--- config.mk ---
export PLATFORM = sky130hd
export DESIGN_NAME = ofdm_demap_top
export DESIGN_NICKNAME = d
export VERILOG_FILES = /design/src/ctrl_pkg.sv /design/src/sample_pkg.sv /design/src/carrier_if.sv /design/src/ofdm_demap_top.sv /design/src/pingpong_stack.sv /design/src/lifo_bank.sv /design/src/carrier_filter.sv
export VERILOG_INCLUDE_DIRS = /design/src
export SDC_FILE = /design/constraint.sdc
export NUM_CORES = 2
export LEC_CHECK = 0
export BUFFER_PORTS_ARGS = -buffer_cell sky130_fd_sc_hd__buf_4
export CAP_MARGIN = 20
export CORE_ASPECT_RATIO = 1.2
export CORE_UTILIZATION = 40
export CTS_CLUSTER_SIZE = 30
export DETAILED_ROUTE_END_ITERATION = 6
export PLACE_DENSITY_LB_ADDON = 0.2
export SETUP_SLACK_MARGIN = 0.1
export SLEW_MARGIN = 20
export SYNTH_ARGS = -nofsm -noshare
export SYNTH_HDL_FRONTEND = slang
export SYNTH_SLANG_ARGS = --single-unit
--- constraint.sdc ---
create_clock -name clk -period 5.5 [get_ports clk]
set_input_delay 0.55 -clock clk [delete_from_list [all_inputs] [get_ports clk]]
set_output_delay 0.55 -clock clk [all_outputs]
set_load 0.05 [all_outputs]
--- src/ofdm_defs.svh ---
`ifndef OFDM_DEFS_SVH
`define OFDM_DEFS_SVH

// ====================
// sample and symbol geometry
// ====================
`define OFDM_SAMPLE_W       12  // width of one I or Q word
`define OFDM_BINS           64  // fft bins per symbol
`define OFDM_DATA_CARRIERS  48  // carriers kept per symbol, sets stack depth
`define OFDM_OUT_CREDITS    4   // credits held by the stack after reset

// ====================
// bin map
// ====================
`define OFDM_PILOT_0        6   // pilot positions, dropped
`define OFDM_PILOT_1        20
`define OFDM_PILOT_2        42
`define OFDM_PILOT_3        56
`define OFDM_NULL_LO        26  // null band, inclusive on both ends
`define OFDM_NULL_HI        36
`define OFDM_LAST_BIN       63  // dropped, closes the symbol

`endif
--- src/ctrl_pkg.sv ---
`include "ofdm_defs.svh"

package ctrl_pkg;

	typedef enum logic [1:0] {
		BANK_EMPTY,   // free, may be picked for the next symbol
		BANK_FILL,    // taking carriers of the current symbol
		BANK_FULL,    // whole symbol stored, waiting for the read side
		BANK_DRAIN    // popping toward the output
	} bank_state_t;

	typedef logic [$clog2(`OFDM_OUT_CREDITS+1)-1:0] credit_t;  // 0 to 4 credits

endpackage

--- src/sample_pkg.sv ---
`include "ofdm_defs.svh"

package sample_pkg;

	// one I or Q word from the fft
	typedef logic signed [`OFDM_SAMPLE_W-1:0] sample_t;

	typedef logic [$clog2(`OFDM_BINS)-1:0] bin_idx_t;                 // fft bin number

	// 0 to 48 carriers held in one stack
	typedef logic [$clog2(`OFDM_DATA_CARRIERS+1)-1:0] carrier_cnt_t;

endpackage

--- src/carrier_if.sv ---
`include "ofdm_defs.svh"

// one data carrier per beat from the filter to the stack
// no ready line, the fft side cannot stall
interface carrier_if;

	logic                valid;    // beat holds a data carrier
	sample_pkg::sample_t re;       // in-phase
	sample_pkg::sample_t im;       // quadrature
	logic                sym_end;  // beat closes the symbol

	modport source
	(
		output valid,
		output re,
		output im,
		output sym_end
	);

	modport sink
	(
		input valid,
		input re,
		input im,
		input sym_end
	);

endinterface

--- src/ofdm_demap_top.sv ---
`include "ofdm_defs.svh"

module ofdm_demap_top
(
	input  logic                 clk,
	input  logic                 reset,
	input  logic                 in_valid,
	input  sample_pkg::bin_idx_t in_bin,
	input  sample_pkg::sample_t  in_re,
	input  sample_pkg::sample_t  in_im,
	input  logic                 credit_return,
	output logic                 out_valid,
	output sample_pkg::sample_t  out_re,
	output sample_pkg::sample_t  out_im,
	output logic                 out_last,
	output logic                 overflow
);

	logic                pop_valid;  // stack presents a sample
	sample_pkg::sample_t pop_re;
	sample_pkg::sample_t pop_im;
	logic                pop_last;   // 48th carrier of a symbol

	carrier_if carrier ();  // filter to stack link

	carrier_filter u_filter
	(
		.clk(clk),
		.reset(reset),
		.in_valid(in_valid),
		.in_bin(in_bin),
		.in_re(in_re),
		.in_im(in_im),
		.out(carrier.source)
	);

	pingpong_stack u_stack
	(
		.clk(clk),
		.reset(reset),
		.in(carrier.sink),
		.credit_return(credit_return),
		.pop_valid(pop_valid),
		.pop_re(pop_re),
		.pop_im(pop_im),
		.pop_last(pop_last),
		.overflow(overflow)
	);

	// ====================
	// output register
	// ====================
	always_ff @(posedge clk or negedge reset)
	begin
		if (!reset)
		begin
			out_valid <= 1'b0;
			out_last  <= 1'b0;
		end
		else
		begin
			out_valid <= pop_valid;              // one cycle per sample
			out_last  <= pop_last;
		end
	end

	always_ff @(posedge clk)
	begin
		out_re <= pop_re;                      // qualified by out_valid
		out_im <= pop_im;
	end

endmodule

--- src/pingpong_stack.sv ---
`include "ofdm_defs.svh"

module pingpong_stack
(
	input  logic                clk,
	input  logic                reset,
	carrier_if.sink             in,
	input  logic                credit_return,
	output logic                pop_valid,
	output sample_pkg::sample_t pop_re,
	output sample_pkg::sample_t pop_im,
	output logic                pop_last,
	output logic                overflow
);

	ctrl_pkg::bank_state_t    state [2];      // index 0 is bank a
	ctrl_pkg::bank_state_t    state_nxt [2];
	logic                     fill_sel;       // bank taking the current symbol
	logic                     drain_sel;      // bank feeding the output
	logic                     drop;           // current symbol is being discarded
	ctrl_pkg::credit_t        credits;        // samples we may still present
	logic [1:0]               push;
	logic [1:0]               pop;
	sample_pkg::sample_t      top_re [2];
	sample_pkg::sample_t      top_im [2];
	sample_pkg::carrier_cnt_t count [2];
	logic                     fill_ok;        // target bank accepts carriers
	logic                     seal;           // target bank closes this cycle
	logic                     retarget;       // pick the bank for the next symbol
	logic                     next_sel;
	logic                     next_ok;        // some bank is free for it
	logic                     draining;
	logic                     drain_done;     // 48th pop this cycle
	logic                     drain_go;       // a full bank starts to drain
	logic                     drain_pick;
	logic [1:0]               bank_free;

	lifo_bank bank_a
	(
		.clk(clk),
		.reset(reset),
		.push(push[0]),
		.pop(pop[0]),
		.push_re(in.re),
		.push_im(in.im),
		.pop_re(top_re[0]),
		.pop_im(top_im[0]),
		.count(count[0])
	);

	lifo_bank bank_b
	(
		.clk(clk),
		.reset(reset),
		.push(push[1]),
		.pop(pop[1]),
		.push_re(in.re),
		.push_im(in.im),
		.pop_re(top_re[1]),
		.pop_im(top_im[1]),
		.count(count[1])
	);

	// ====================
	// read side
	// ====================
	assign draining   = (state[drain_sel] == ctrl_pkg::BANK_DRAIN);
	assign pop_valid  = draining && (credits != '0);  // one pop per held credit
	assign pop        = {pop_valid && drain_sel, pop_valid && !drain_sel};
	assign pop_re     = top_re[drain_sel];
	assign pop_im     = top_im[drain_sel];
	assign pop_last   = pop_valid && (count[drain_sel] == sample_pkg::carrier_cnt_t'(1));
	assign drain_done = pop_last;
	// alternate banks so the older symbol drains first
	assign drain_pick = (state[~drain_sel] == ctrl_pkg::BANK_FULL) ? ~drain_sel : drain_sel;
	assign drain_go   = !draining && (state[drain_pick] == ctrl_pkg::BANK_FULL);

	// ====================
	// write side
	// ====================
	assign bank_free[0] = (state[0] == ctrl_pkg::BANK_EMPTY) || (drain_done && !drain_sel);
	assign bank_free[1] = (state[1] == ctrl_pkg::BANK_EMPTY) || (drain_done && drain_sel);
	assign fill_ok  = !drop && ((state[fill_sel] == ctrl_pkg::BANK_EMPTY) ||
		(state[fill_sel] == ctrl_pkg::BANK_FILL));
	assign push     = {in.valid && fill_ok && fill_sel, in.valid && fill_ok && !fill_sel};
	assign seal     = in.sym_end && fill_ok &&
		(push[fill_sel] || (state[fill_sel] == ctrl_pkg::BANK_FILL));
	assign retarget = in.sym_end && (drop || seal);  // symbol boundary decision

	always_comb
	begin
		next_sel = ~fill_sel;                // the other bank takes the next symbol
		next_ok  = bank_free[~fill_sel];
	end

	always_comb
	begin
		state_nxt = state;
		if (drain_done)
			state_nxt[drain_sel] = ctrl_pkg::BANK_EMPTY;
		else if (drain_go)
			state_nxt[drain_pick] = ctrl_pkg::BANK_DRAIN;
		// write side last so a bank freed this cycle may be refilled at once
		if (push[0])
			state_nxt[0] = ctrl_pkg::BANK_FILL;
		if (push[1])
			state_nxt[1] = ctrl_pkg::BANK_FILL;
		if (seal)
			state_nxt[fill_sel] = ctrl_pkg::BANK_FULL;
		if (retarget && next_ok)
			state_nxt[next_sel] = ctrl_pkg::BANK_FILL;
	end

	always_ff @(posedge clk or negedge reset)
	begin
		if (!reset)
		begin
			state[0]  <= ctrl_pkg::BANK_EMPTY;
			state[1]  <= ctrl_pkg::BANK_EMPTY;
			fill_sel  <= 1'b0;  // bank a fills first
			drain_sel <= 1'b0;
			drop      <= 1'b0;
			overflow  <= 1'b0;
		end
		else
		begin
			state <= state_nxt;
			if (retarget)
			begin
				if (next_ok)
					fill_sel <= next_sel;
				drop <= !next_ok;      // both banks busy so the next symbol is lost
				if (!next_ok)
					overflow <= 1'b1;    // sticky until reset
			end
			if (drain_go)
				drain_sel <= drain_pick;
		end
	end

	// ====================
	// output credits
	// ====================
	always_ff @(posedge clk or negedge reset)
	begin
		if (!reset)
			credits <= ctrl_pkg::credit_t'(`OFDM_OUT_CREDITS);
		else
		begin
			case ({credit_return, pop_valid})
				2'b10:   credits <= credits + 1'b1;
				2'b01:   credits <= credits - 1'b1;
				default: credits <= credits;  // spend and return cancel
			endcase
		end
	end

	// downstream never hands back more than it was given
	a_credit_bound: assert property (
		@(posedge clk) disable iff (!reset)
		credits <= `OFDM_OUT_CREDITS
	) else $error("pingpong_stack: credit count %0d above limit", credits);

endmodule

--- src/lifo_bank.sv ---
`include "ofdm_defs.svh"

module lifo_bank
(
	input  logic                     clk,
	input  logic                     reset,
	input  logic                     push,
	input  logic                     pop,
	input  sample_pkg::sample_t      push_re,
	input  sample_pkg::sample_t      push_im,
	output sample_pkg::sample_t      pop_re,
	output sample_pkg::sample_t      pop_im,
	output sample_pkg::carrier_cnt_t count
);

	localparam int DEPTH = `OFDM_DATA_CARRIERS;  // one symbol worth of carriers

	sample_pkg::sample_t      mem_re [DEPTH];  // I words
	sample_pkg::sample_t      mem_im [DEPTH];  // Q words
	sample_pkg::carrier_cnt_t top_idx;         // slot of the newest entry

	// count doubles as the stack pointer, top sits one below it
	assign top_idx = (count == '0) ? '0 : count - 1'b1;
	assign pop_re  = mem_re[top_idx];  // top visible without a pop
	assign pop_im  = mem_im[top_idx];

	always_ff @(posedge clk)
	begin
		if (push && pop)
		begin
			mem_re[top_idx] <= push_re;  // swap the top in place
			mem_im[top_idx] <= push_im;
		end
		else if (push)
		begin
			mem_re[count] <= push_re;    // first free slot
			mem_im[count] <= push_im;
		end
	end

	always_ff @(posedge clk or negedge reset)
	begin
		if (!reset)
			count <= '0;
		else
		begin
			case ({push, pop})
				2'b10:   count <= count + 1'b1;
				2'b01:   count <= count - 1'b1;
				default: count <= count;  // idle or swap
			endcase
		end
	end

	// the controller seals a bank at 48, a 49th push would mean lost framing
	a_no_overflow: assert property (
		@(posedge clk) disable iff (!reset)
		(push && !pop) |-> (count < DEPTH)
	) else $error("lifo_bank: push into full stack");

	a_no_underflow: assert property (
		@(posedge clk) disable iff (!reset)
		pop |-> (count != '0)
	) else $error("lifo_bank: pop from empty stack");

endmodule

--- src/carrier_filter.sv ---
`include "ofdm_defs.svh"

module carrier_filter
(
	input  logic                 clk,
	input  logic                 reset,
	input  logic                 in_valid,
	input  sample_pkg::bin_idx_t in_bin,
	input  sample_pkg::sample_t  in_re,
	input  sample_pkg::sample_t  in_im,
	carrier_if.source            out
);

	logic                 is_pilot;  // one of the four pilot bins
	logic                 is_null;   // inside the null band
	logic                 is_last;   // bin 63
	logic                 is_data;   // carrier that goes on to the stack
	sample_pkg::bin_idx_t exp_bin;   // bin expected on the next valid beat

	// ====================
	// bin classification
	// ====================
	always_comb
	begin
		is_pilot = (in_bin == `OFDM_PILOT_0) || (in_bin == `OFDM_PILOT_1) ||
			(in_bin == `OFDM_PILOT_2) || (in_bin == `OFDM_PILOT_3);
		is_null  = (in_bin >= `OFDM_NULL_LO) && (in_bin <= `OFDM_NULL_HI);  // 11 bins
		is_last  = (in_bin == `OFDM_LAST_BIN);
		is_data  = !(is_pilot || is_null || is_last);                     // 48 of 64 left
	end

	// ====================
	// one register stage
	// ====================
	always_ff @(posedge clk or negedge reset)
	begin
		if (!reset)
		begin
			out.valid   <= 1'b0;
			out.sym_end <= 1'b0;
			exp_bin     <= '0;  // symbols start at bin 0
		end
		else
		begin
			out.valid   <= in_valid && is_data;  // pilots, nulls and bin 63 vanish here
			out.sym_end <= in_valid && is_last;  // arrives with valid clear
			if (in_valid)
				exp_bin <= in_bin + 1'b1;          // wraps 63 -> 0
		end
	end

	// payload only moves on a data bin
	always_ff @(posedge clk)
	begin
		if (in_valid && is_data)
		begin
			out.re <= in_re;
			out.im <= in_im;
		end
	end

	// fft delivers every bin of a symbol in natural order, gaps allowed
	a_bin_order: assert property (
		@(posedge clk) disable iff (!reset)
		in_valid |-> (in_bin == exp_bin)
	) else $error("carrier_filter: bin %0d out of order, expected %0d", in_bin, exp_bin);

endmodule

# Word level (Yosys, flattened, before mapping)
# Memories as Yosys holds them, arrays and structs flattened.
# Index checks and enable logic that the tools add are counted.
# op_classes
add_sub_neg	6
order_cmp	13
eq_ne	16
n_mux	67
bitwise_logic	17
n_reduce_logical	55
# op_table
cell	count
two-way mux 12 bit	10
two-way mux 6 bit	9
OR reduction 12 bit	4
two-way mux 2 bit	18
logical AND 1 bit	24
one-hot mux 6 bit (2 select lines)	2
two-way mux 1 bit	19
== test 6 bit, second input constant	3
two-way mux 4 bit	4
adder 6 x 1 -> 6 bit, second input constant	2
== test 2 bit, second input constant	6
logical NOT 6 bit	2
subtractor 6 x 1 -> 6 bit, second input constant	2
>= comparator 2 bit, second input constant	5
logical OR 1 bit	10
inverter 1 -> 2 bit	5
demux 2 bit (select 1 bit)	4
== test 2 x 1 -> 1 bit, second input constant	4
less-than comparator 2 x 1 -> 1 bit, second input constant	4
== test 6 x 1 -> 1 bit, second input constant	1
== test 6 x 3 -> 1 bit, second input constant	1
== test 6 x 5 -> 1 bit, second input constant	1
>= comparator 6 x 5 -> 1 bit, second input constant	1
less-or-equal comparator 6 bit, second input constant	1
other kinds (16)	32
# totals
register_bits	75
ramBits	2304
inputBits	34
output_inout_bits	27
wordCells	195
mem_count	4
# memory_table
name	depth	width	rd	rd_clocked_by_memory_dff	write_ports	line	source
u_stack.bank_a.mem_im	48	12	1	0	1	lifo_bank.sv:19	sample_pkg::sample_t mem_im [DEPTH];
u_stack.bank_a.mem_re	48	12	1	0	1	lifo_bank.sv:18	sample_pkg::sample_t mem_re [DEPTH];
u_stack.bank_b.mem_im	48	12	1	0	1	lifo_bank.sv:19	
u_stack.bank_b.mem_re	48	12	1	0	1	lifo_bank.sv:18	

# Longest topological paths before layout
# logic_depth
depth_word	20
ltp_mapped	17
ltp_nobuf	11

# Hierarchy
# From an unflattened synthesis, not the netlist that was laid out.
# hier_totals
hier_cells	6209
hier_area_um2	97349.6
# modules_own_cells
module	instances	cells_each	area_per_inst_um2	seq_area_each_um2
lifo_bank at u_stack.bank_b	1	3040	47565.6	34743.3
lifo_bank at u_stack.bank_a	1	2992	47372.9	34743.3
pingpong_stack	1	106	999.7	276.5
carrier_filter	1	45	880.8	770.7
ofdm_demap_top	1	26	530.5	530.5

# Least setup slack after synthesis
# OpenSTA, ideal clock, no wires.
# synth_timing
path_type	reg-to-reg
startpoint	register u_stack.bank_a.count[0]
endpoint	memory u_stack.bank_a.mem_im[37][0] in the netlist's numbering (enable)
setup_time_ns	0.405
arrival_ns	4.610
required_ns	5.095
path_slack_ns	0.485
path_stages_with_launch	15
path_buffers	7
period_less_slack_ns	5.015
path_cell_list	dfrtp_1 buf_2 inv_2 buf_1 buf_1 buf_1 ha_1 clkbuf_1 nor2b_1 a21oi_4 buf_2 o31ai_1 or3b_2 clkbuf_1 nor2_1
# synth_between
elab_chain_cells	3
word_cells_on_any_way	4
classes_between	1 x add/sub; 2 x mux; 1 x reduce/logical
# synth_lines
item	line	source
start: declaration	lifo_bank.sv:13	output sample_pkg::carrier_cnt_t count
start signal: assignment	lifo_bank.sv:48	2'b10: count <= count + 1'b1;
start signal: assignment	lifo_bank.sv:49	2'b01: count <= count - 1'b1;
start signal: assignment	lifo_bank.sv:50	default: count <= count;
subtractor 6 x 1 -> 6 bit or logical NOT 6 bit (tied branches)	lifo_bank.sv:23	assign top_idx = (count == '0) ? '0 : count - 1'b1;
two-way mux 6 bit	lifo_bank.sv:23	
two-way mux 6 bit (no line) *	--	
end: declaration	lifo_bank.sv:19	
# Mark *: on every way between the ends. The rest lies on a longest branch, timed or not.

# Worst setup path in the final report
# layout_timing
startpoint	register u_stack.bank_b.count[0]
endpoint	register out_re[3]
# layout_between
elab_chain_cells	6
word_cells_on_any_way	7
classes_between	1 x add/sub; 4 x mux; 1 x reduce/logical; 1 x memory
# layout_lines
item	line	source
start: declaration	lifo_bank.sv:13	
start signal: assignment	lifo_bank.sv:48	
start signal: assignment	lifo_bank.sv:49	
start signal: assignment	lifo_bank.sv:50	
subtractor 6 x 1 -> 6 bit or logical NOT 6 bit (tied branches)	lifo_bank.sv:23	
two-way mux 6 bit *	lifo_bank.sv:23	
memory read (48 x 12 bit) *	--	
two-way mux 12 bit (not written as such) * (3 in a row)	pingpong_stack.sv:70	assign pop_re = top_re[drain_sel];
via pop_re[3]	ofdm_demap_top.sv:20	sample_pkg::sample_t pop_re;
end signal: assignment	ofdm_demap_top.sv:69	out_re <= pop_re;
end: declaration	ofdm_demap_top.sv:13	output sample_pkg::sample_t out_re,
# The timed path passes the listed nets; every way through them passes the cells marked *. The select of a mux whose other input is x is not followed.
# A chain may end at the register's enable or synchronous reset.

==> flow_summary.toml <==
[die]
start_util = 0.4033
die-area_um2 = 244800
core_area_um2 = 240800
rows = 197
chipWidth_um = 451.8
io_pins = 61
die_h_um = 541.8

[critical_path]
crit_chain = "inv_4 > ha_1 > nand2b_1 > o21a_2 > buf_4 > a221oi_1 > a221oi_1 > o31ai_1 > o32ai_1"
cp-start-kind = "flip-flop"
cpPeakStageDelay_ns = 1.03
slowest_stage = "o32ai_1"
worst-setup-path-type = "flip-flop to flip-flop"
crit_path_end_kind = "flip-flop"
crit_top_cell = "a221oi_1"
required_ns = 6.18
r2r-start = "u_stack.bank_b.count[0]"
rrSetupSlack_ns = 0.23
endpoint = "out_re[3]"
crit_path_max_fanout = 28
startpoint = "u_stack.bank_b.count[0]"
ff2ff_path_depth = 9
crit_arrival_ns = 5.95
regToRegEndpoint = "out_re[3]"

[sta]
fin_skew_ns = 0.05205
hold_viol_final = 0
rsz0062_at_grt = "no"
slew_violations = 0
slew_headroom = 0.1469
setup_violations = 0
fin_ws_ns = 0.2279
worstMarginPinSlew_ns = 1.247
tns_ns = 0
min_period_ns = 5.272
timing.final.crit_share = 0.9586
max_freq_mhz = 189.7

[power_and_ir_drop]
power.total_w = 0.06212
powerDensity_nw_per_um2 = 559.0
p_seq_frac = 0.342
ir_worst_vdd_v = 0.0004260
swShare = 0.3993
p_leak_nw = 35.88
clockPowerShare = 0.266
power_frac_comb = 0.392
intPower_w = 0.03732
net-switching-power_w = 0.02480

[route]
drt-wirelength-per-cell_um = 33.89
drc = 0
vias_per_cell = 6.170
wl_um = 334400
drt_iter0_drc = 8139
vias = 60884
drt.antenna.violating_nets = 0
first_pass_iters = 6

[placed_design]
post-dp-hpwl_um = 205500
place_inst = 9395
pre_cts_ws_ns = 0.4181
gp_congestion = 0.9402
port_buffers = 60

[clock_network]
cts_buffers = 234
path_clk_slew_ns = 0.06
clockBufferDepth = 3
ctsHoldBuffers = 26
cts_resized = 0
clock_latency_ns = 0.91
postCtsSetupRepairBufs = 0
cts_tree = "built"
root_buffer = "clkbuf_16"
htreeDepth = 4
cts.sink_count = 2379

[yosys]
synth_edf_count = 2328
synth_largest_area_cell = "edfxtp_1"
async_reset_ff_frac = 0.01135
synth_nets = 6322
yosysWarnings = 0
synth.avg_cell_area_um2 = 15.47
mappedNetlistArea_um2 = 97120
syn_inst = 6276
yosys.cell_types.count = 103
synth_ff_type = "edfxtp_1"
synth_top_area_share = 0.7198
yosysSeqAreaShare = 0.7318
synth.area.top_cells = "edfxtp_1, mux2i_1, mux2_2, o21ai_0, nand2_1"
synth_seq_cells = 2379

[final_layout]
layoutNonFillerInstCount = 9868
final_nets = 6519
final_common_cell = "edfxtp_1"
final_cell_mix = "edfxtp_1, nand2_1, buf_4, mux2i_1, o21ai_0"
synthToLayoutAreaGrowth_pct = 14.43
fillers = 20750
drive_gt1_frac = 0.1739

[grt]
track_usage = 0.2677
antenna_found_initial = 28
grt-ovfl-total = 0
grt_pass1_wl_um = 462600
grt_max_degree = 116
grt_pass1_vias = 58104

[worst_hold_path]
hold_depth = 4
min_from = "in_bin[0]"
hold_class = "primary input to flip-flop"

[run_status]
status = "complete, no violations"

[flow_run]
maxCapViolations = 0
[stage by stage]
step / utilization / cell area, um2 / hold slack [ns]
final: 0.4615 / 111100 / 0.1269
after global routing: 0.4614 / 111100 / 0.1241
after CTS: 0.4613 / 111100 / 0.07268
after detailed placement: 0.4276 / 103000 / 0.4925
after global placement: 0.4276 / 103000 / 0.4864
after floorplan: - / 97120 / 0.2544
[worst min path at each step]
stage / end / slack, ns
6_report: u_filter.out.sym_end / 0.13
5_1_grt: u_filter.out.sym_end / 0.12
4_1_cts: u_filter.out.sym_end / 0.07
3_5_place_dp: u_stack.credits[0] / 0.49
3_3_place_gp: u_stack.credits[0] / 0.49
2_1_floorplan: out_last / 0.25
[logic make-up (layout without fill, tap and decap cells)]
| logic type | count (synthesis) | in the layout | synth area share |
|---|---|---|---|
| multiplexers | 589 | 589 | 0.07013 |
| buffers and inverters | 504 | 903 | 0.02300 |
| AO/OA/AOI/OAI | 1616 | 1616 | 0.1161 |
| other | 0 | 9 | 0 |
| XOR/XNOR | 24 | 24 | 0.002164 |
| flip-flops | 2379 | 2379 | 0.7318 |
| adder cells (fa/ha/maj) | 12 | 12 | 0.001623 |
| AND/OR/NAND/NOR | 1152 | 1152 | 0.05519 |
[worst max-delay path: cells and delay by family, from the launching register on]
| kind | cells | cell delay [ns] |
|---|---|---|
| simple gates | 1 | 0.24 |
| flops | 1 | 0.51 |
| fa+ha+maj | 1 | 0.65 |
| buf+inv | 2 | 0.66 |
| compound gates | 5 | 2.96 |
[layout make-up]
| class | count | area [um2] | share of cell area |
|---|---|---|---|
| Antenna cell | 9 | 22.52 | 0.0002027 |
| Sequential cell | 2379 | 71070 | 0.6396 |
| Clock inverter | 131 | 1493 | 0.01343 |
| Clock buffer | 307 | 6364 | 0.05726 |
| Timing Repair Buffer | 435 | 3694 | 0.03324 |
| Inverter | 30 | 117.6 | 0.001058 |
| Tap cell | 3184 | 3984 | 0.03585 |
| Multi-Input combinational cell | 3393 | 24380 | 0.2194 |
[metal layers]
metal / wire length, um / part of all wire / track usage / vias up
met5: 117 / 0.00035 / 0 / -
met4: 21010 / 0.063 / 0.1491 / 16
met3: 24670 / 0.074 / 0.03745 / 684
met2: 164900 / 0.49 / 0.4515 / 3212
met1: 123800 / 0.37 / 0.3307 / 31389
li1: - / - / - / 25583
[cell usage after synthesis, types with 34 or more instances]
library cell  instances
mux2_2              158
a22oi_1              39
nand2_1             394
mux2i_1             374
nand3_1              88
o21ai_0             321
buf_1                56
and2_1               64
o211ai_1             63
a2111oi_0            51
a21oi_1             264
buf_2               167
and3_1               34
mux4_2               56
a31oi_1              79
a211oi_1             89
clkbuf_1            226
a221oi_1            148
o221ai_1             72
o31ai_1              34
nor3_1               53
edfxtp_1           2328
o22ai_1             123
nor2_1              320
[sequential cells by signal, summed over array words and instances (netlist names)]
register               flops
u_stack.drop               1
out_valid                  1
out_last                   1
out_re                    12
u_stack.bank_a.count       6
out_im                    12
u_filter.out.im           12
u_stack.bank_b.mem_im    576
u_stack.bank_a.mem_re    576
u_stack.bank_b.mem_re    576
u_stack.drain_sel          1
u_stack.overflow           1
u_stack.bank_a.mem_im    576
u_stack.bank_b.count       6
u_filter.out.valid         1
u_stack.fill_sel           1
u_filter.out.sym_end       1
u_stack.state              4
u_filter.out.re           12
u_stack.credits            3
[power by group through the flow]
stage | combinational, W | sequential [W] | clock (W)
floorplan | 0.0128 | 0.0219 | 0
global placement | 0.0240 | 0.0216 | 0
detailed placement | 0.0240 | 0.0216 | 0
CTS | 0.0241 | 0.0212 | 0.0167
global route | 0.0251 | 0.0212 | 0.0173
finish | 0.0244 | 0.0212 | 0.0165
No activity file was read; power rests on OpenSTA's default activity.
